<file path="config.mk">
export PLATFORM = sky130hd
export DESIGN_NAME = rsa_prep
export DESIGN_NICKNAME = d
export VERILOG_FILES = /design/src/verilog/rsa_pkg.sv /design/src/verilog/rsa_prep.sv
export SDC_FILE = /design/constraint.sdc
export NUM_CORES = 2
export LEC_CHECK = 0
export BUFFER_PORTS_ARGS = -buffer_cell sky130_fd_sc_hd__clkbuf_2
export CAP_MARGIN = 10
export CORE_AREA = 2 2 608 610
export DETAILED_ROUTE_END_ITERATION = 12
export DIE_AREA = 0 0 610 612
export GPL_ROUTABILITY_DRIVEN = 0
export HOLD_SLACK_MARGIN = 0.02
export PLACE_DENSITY_LB_ADDON = 0.1
export REMOVE_ABC_BUFFERS = 1
export SLEW_MARGIN = 20
export SYNTH_ARGS = -nofsm -noshare
export SYNTH_HDL_FRONTEND = slang
export SYNTH_SLANG_ARGS = --single-unit
</file>
<file path="constraint.sdc">
create_clock -name i_clk -period 16.65 [get_ports i_clk]
set_input_delay 0.8325 -clock i_clk [delete_from_list [all_inputs] [get_ports i_clk]]
set_output_delay 0.8325 -clock i_clk [all_outputs]
set_load 0.02 [all_outputs]
</file>
<file path="src/verilog/rsa_pkg.sv">
package rsa_pkg;

    // operand width, fixed for this engine
    localparam int RSA_W = 256;

    // iteration counters must be able to hold RSA_W itself
    localparam int RSA_CNT_W = $clog2(RSA_W) + 1;

    // request at the top-level input
    typedef struct packed {
        logic [RSA_W-1:0] a;    // ciphertext
        logic [RSA_W-1:0] d;    // exponent
        logic [RSA_W-1:0] n;    // modulus, odd
    } rsa_req_t;

    // job handed from pre-scaling to the exponent stage
    typedef struct packed {
        logic [RSA_W-1:0] t;    // a * 2^RSA_W mod n
        logic [RSA_W-1:0] d;
        logic [RSA_W-1:0] n;
    } rsa_job_t;

    typedef enum logic [1:0] {
        MONT_IDLE,
        MONT_RUN,
        MONT_FIX
    } mont_state_e;

    typedef enum logic [1:0] {
        PREP_IDLE,
        PREP_SHIFT,
        PREP_OUT
    } prep_state_e;

    typedef enum logic [1:0] {
        EXP_IDLE,
        EXP_STEP,
        EXP_WAIT,
        EXP_OUT
    } exp_state_e;

endpackage
</file>
<file path="src/verilog/rsa_prep.sv">
`timescale 1ns/1ns

module rsa_prep (
    input  logic              i_clk,
    input  logic              i_rst,
    input  logic              i_req_valid,
    output logic              o_req_ready,
    input  rsa_pkg::rsa_req_t i_req,
    output logic              o_job_valid,
    input  logic              i_job_ready,
    output rsa_pkg::rsa_job_t o_job
);

    rsa_pkg::prep_state_e          state_q;
    logic [rsa_pkg::RSA_CNT_W-1:0] cnt_q;
    rsa_pkg::rsa_job_t             job_q;
    logic [rsa_pkg::RSA_W:0]       dbl;
    logic [rsa_pkg::RSA_W-1:0]     t_next;
    logic                          req_fire;

    assign o_req_ready = (state_q == rsa_pkg::PREP_IDLE);
    assign o_job_valid = (state_q == rsa_pkg::PREP_OUT);
    assign o_job       = job_q;
    assign req_fire    = i_req_valid && o_req_ready;

    // t < n, so 2t < 2n and one subtract is enough
    assign dbl    = {job_q.t, 1'b0};
    assign t_next = (dbl >= {1'b0, job_q.n}) ? dbl[rsa_pkg::RSA_W-1:0] - job_q.n
                                             : dbl[rsa_pkg::RSA_W-1:0];

    always_ff @(posedge i_clk or posedge i_rst) begin
        if (i_rst) begin
            state_q <= rsa_pkg::PREP_IDLE;
            cnt_q   <= '0;
        end else begin
            case (state_q)
                rsa_pkg::PREP_IDLE: begin
                    if (req_fire) begin
                        cnt_q   <= '0;
                        state_q <= rsa_pkg::PREP_SHIFT;
                    end
                end
                rsa_pkg::PREP_SHIFT: begin
                    cnt_q <= cnt_q + 1'b1;
                    if (cnt_q == rsa_pkg::RSA_CNT_W'(rsa_pkg::RSA_W - 1)) begin
                        state_q <= rsa_pkg::PREP_OUT;
                    end
                end
                rsa_pkg::PREP_OUT: begin
                    if (i_job_ready) begin  // job taken by the exponent stage
                        state_q <= rsa_pkg::PREP_IDLE;
                    end
                end
                default: begin
                    state_q <= rsa_pkg::PREP_IDLE;
                end
            endcase
        end
    end

    // d and n ride along untouched
    always_ff @(posedge i_clk) begin
        if (req_fire) begin
            job_q.t <= i_req.a;
            job_q.d <= i_req.d;
            job_q.n <= i_req.n;
        end else if (state_q == rsa_pkg::PREP_SHIFT) begin
            job_q.t <= t_next;
        end
    end

    a_job_hold: assert property (@(posedge i_clk) disable iff (i_rst)
        o_job_valid && !i_job_ready |=> o_job_valid && $stable(o_job))
        else $error("rsa_prep: job changed while stalled");

endmodule

</file>
# Word-level counts from Yosys, hierarchy flattened
# Cells that the tools add are included.
# Widths: inputs -> output; s select.
totals:
  reg_bits: 779
  latch_bits: 0
  ram_bits: 0
  rom_bits: 0
  inputBits: 772
  output_inout_bits: 770
  word_cells: 29
  memories: 0
op_classes:
  n_addsub: 2
  multipliers: 0
  div: 0
  order_cmp: 1
  n_eq_ne: 6
  n_shift: 0
  muxes: 9
  bitwise_logic: 0
  n_reduce_logical: 6
op_table:
  columns: ["operator", "n"]
  rows:
  - ["$mux 256", 3]
  - ["$ge 257x256->1", 1]
  - ["$sub 256x256->256", 1]
  - ["$pmux 9 s2", 1]
  - ["$add 9x1->9 const B", 1]
  - ["$eq 9x8->1 const B", 1]
  - ["$mux 9", 1]
  - ["$mux 2", 3]
  - ["$pmux 2 s3", 1]
  - ["$ne 2x1->1 const B", 2]
  - ["$reduce_bool 2->1", 2]
  - ["$reduce_and 3->1", 1]
  - ["$eq 2x1->1 const B", 1]
  - ["$eq 2x2->1 const B", 1]
  - ["$logic_not 2->1", 1]
  - ["$ne 2x2->1 const B", 1]
  - ["$reduce_and 2->1", 1]
  - ["$logic_and 1x1->1", 1]

# Logic depth before layout (Yosys ltp)
logic_depth:
  ltp_word: 4
  depth_mapped: 20
  mapped_depth_nobuf: 16

# Least setup slack after synthesis
# Ideal clock, no wire load.
synth_path:
  path_type: "input to register"
  start: "input i_req_valid"
  end: "register job_q, in the netlist o_job[0], enable pin"
  setup_time_ps: 1076
  t_arrival_ps: 15263
  required_time_ps: 15574
  path_slack_ps: 311
  stages: 4
  path_buffers: 2
  cell_sequence: "nand2_1 > inv_1 > clkbuf_1 > clkbuf_1"
synth_via:
  elab_chain_cells: 1
synth_lines:
  columns: ["item", "line", "source"]
  rows:
  - ["start: declaration", "rsa_prep.sv:6", "input logic i_req_valid,"]
  - ["$logic_and 1x1->1", "rsa_prep.sv:24", "assign req_fire = i_req_valid && o_req_ready;"]
  - ["named net req_fire", "rsa_prep.sv:19", "logic req_fire;"]
  - ["end: declaration", "rsa_prep.sv:16", "rsa_pkg::rsa_job_t job_q;"]
# The timed path passes the listed nets, and every way through them passes these cells.
# A chain may end at the register's enable or synchronous reset.

# Worst setup path in the final report
layout_path:
  start: "register job_q, in the netlist o_job[635]"
  end: "register job_q, in the netlist o_job[613], data pin"
layout_via:
  elab_chain_cells: 4
layout_lines:
  columns: ["item", "line", "source"]
  rows:
  - ["$ge 257x256->1", "rsa_prep.sv:28", "assign t_next = (dbl >= {1'b0, job_q.n}) ? dbl[rsa_pkg::RSA_W-1:0] - job_q.n"]
  - ["$mux 256", "rsa_prep.sv:28", null]
  - ["$mux 256", "rsa_prep.sv:67", "end else if (state_q == rsa_pkg::PREP_SHIFT) begin"]
  - ["$mux 256", "rsa_prep.sv:63", "if (req_fire) begin"]
# Every way passes these cells. The select of a mux whose other input is x is not followed.

==> results.toml <==
[synthesis]
async_flop_share_pct = 1.41
synth_warnings = 0
syn_inst = 5257
synth_edf_count = 768
synth_area_mm2 = 0.0487
yosysMostFrequentCell = "edfxtp_1"
ys.flop_type = "edfxtp_1"
synth_cell_types = 99
synth_top_cell_by_area = "edfxtp_1"
ys_ff_latch = 779
synth_top_area_share_pct = 47.4
netlist_top_cells_area = "edfxtp_1, a21oi_1, ha_1"
syn_avg_cell_area_um2 = 9.26
netlist_top_cells_count = "edfxtp_1, a21oi_1, nand2_1"
yosysSeqAreaShare_pct = 47.9

[setup_path]
critPathArrivalTime_ps = 8810
cp_data_required_time_ps = 17240
max_stage_delay_ps = 730
crit_slowest_cell = "buf_4"
cpMostUsedCell = "a21oi_1"
worstPathCellList = "ha_1 > nand4_1 > nor2_1 > inv_1 > nor3_1 > nand3_1 > a21oi_1 > o211a_1 > o211ai_2 > a21oi_1 > o21ba_2 > a31o_4 > buf_12 > buf_12 > buf_4 > nand2_1 > o21ai_1 > a21oi_1"
end_kind = "flop"
startpoint_type = "flop"
crit_type = "flop to flop"
path_max_fanout = 145

[floorplan]
start_util_pct = 13.3
dieArea_mm2 = 0.373
fp-row-count = 223
die_w_um = 610
dieHeight_um = 612
fp.coreArea_mm2 = 0.367
ioPinCount = 1542

[pwr]
p_leak_nw = 28.3
ir_drop_v = 0.000104
power-per-cell-area_mw_per_mm2 = 71.8

[cts]
clock_sinks = 779
post_cts_buffers = 0
clk_pin_slew_ps = 60
cts_tree = "yes"
clkLatencyLatePin_ps = 920
cts_buffers = 121
ctsLongestPathBuffers = 4
root_buffer = "clkbuf_16"
h-tree-depth = 3

[route]
drt.antenna.violating_nets = 0
wl_per_cell_um = 29.9
firstDrtPassIters = 6
viasPerCell = 4.14
routed_wl_mm = 359
drtIter0Drc = 3301
vias = 49787
route.detailed.drc = 0

[final_layout]
utilization_pct = 18.8
post_route_cells_drive_above_1_share_pct = 26.1
fill_cells = 41549
area_growth_pct = 42.0
nets = 8082
instances_no_fill = 12022

[sta]
rsz0062_at_grt = "no"
fmax_ghz = 0.122
slew_headroom_pct = 23.6
finClkSkew_ps = 119
tightest_slew_ps = 1130
setup_viol_count_final = 0
drv_slew = 0
period_minus_slack_ps = 8220
fin_setup_tns_ps = 0
hold_viol = 0
finalCritPeriodShare_pct = 49.4

[grt]
antenna_found_initial = 131
grt_max_degree = 146
grt_overflow = 0
grt_pass1_wl_mm = 472
grt_pass1_vias = 51686
grt_usage_pct = 18.4

[outcome]
run_status = "completed"

[min_path]
hp-class = "primary input to flop"

[job]
maxCapViolCount = 0

[placement]
dp.cells = 11440
place_hpwl_mm = 307
port_buffers = 1541
## flip-flops by register name, indices dropped and copies added (netlist names)
register  flops
o_job       768
cnt_q         9
state_q       2
## cell families after synthesis
| kind of cell | Yosys count | synth area share, % |
|---|---|---|
| xor+xnor | 238 | 4.28 |
| buf+inv | 602 | 4.87 |
| simple gates | 1672 | 15.3 |
| compound gates | 1697 | 20.7 |
| mux | 10 | 0.211 |
| fa+ha+maj | 259 | 6.67 |
| flops | 779 | 47.9 |
## layout by cell type (no fill, tap or decap), types with 25 or more instances in the layout
cell           instances
clkinv_2              28
nand2_1              632
a21o_1               125
nor3_1                81
o21bai_1             106
edfxtp_1             768
inv_1                350
buf_4                 53
o211ai_1              31
clkbuf_16            121
ha_1                 258
clkbuf_2            1541
xor2_1                99
o21a_1                46
a211oi_1              25
xnor2_1              139
o21ai_1              166
a21oi_1              707
nand3_1               77
or2_2                 29
nand4_1              162
dlygate4sd3_1        325
a31oi_1               65
diode_2               40
o21ai_0              279
nor2_1               531
nand2b_1              29
## metrics by stage
stage                     power [mW]  cell area [um2]  hold slack (ps)  worst slack (ps)
final                           4.96            69100              119              8430
after global routing            5.13            69100             63.5              8000
after CTS                       5.08            69000             20.3              8360
after detailed placement        2.29            61900              492              8300
after global placement          2.29            61800              480              7430
after floorplan                 2.18            47600              449            -22040
## timing repair
item / CTS / global route
setup endpoints to repair: 0 / 0
hold endpoints to repair: 335 / 0
hold buffers: 325 / 0
resized for setup: 0 / 0
## final timing paths
kind	slack [ps]	startpoint	cells past startpoint	endpoint
max	8430	o_job[635]	18	o_job[613]
min	120	i_req[281]	1	o_job[281]
max reg2reg	8430	o_job[635]	18	o_job[613]
min reg2reg	500	cnt_q[8]	2	cnt_q[8]
max in group asynchronous	15800	i_rst	3	cnt_q[0]
min in group asynchronous	500	i_rst	3	cnt_q[7]
## routing by layer
metal / share of wire (%) / vias to the layer above / track usage (%)
met5: 0.10 / - / 0
met4: 3.3 / 54 / 5.39
met3: 4.7 / 490 / 2.97
met2: 54 / 1733 / 35.6
met1: 38 / 24754 / 20.4
li1: - / 22756 / -
## power breakdown
group          leakage, nW  total [mW]  switching [mW]  internal (mW)
registers             7.43        2.14               0           2.14
clock network         1.90        2.64            1.13           1.51
logic                 19.0       0.176          0.0630          0.113
## final cells by class
class,count,area [um2],area share (%)
clock inverters,76,793,1.15
multi-input cells,3876,23000,33.3
inverters,352,1340,1.93
repair buffers,1921,11400,16.5
flip-flops and latches,779,23300,33.8
clock buffers,141,3100,4.49
well taps,4837,6050,8.75
diodes,40,100,0.145
## worst max-delay path, delay by kind of cell (launching register included)
family / cells / cell delay [ps]
fa+ha+maj: 1 / 530
simple gates: 5 / 1980
flops: 1 / 500
compound gates: 8 / 2670
buf+inv: 4 / 1860
(Power assumes the default switching activity.)
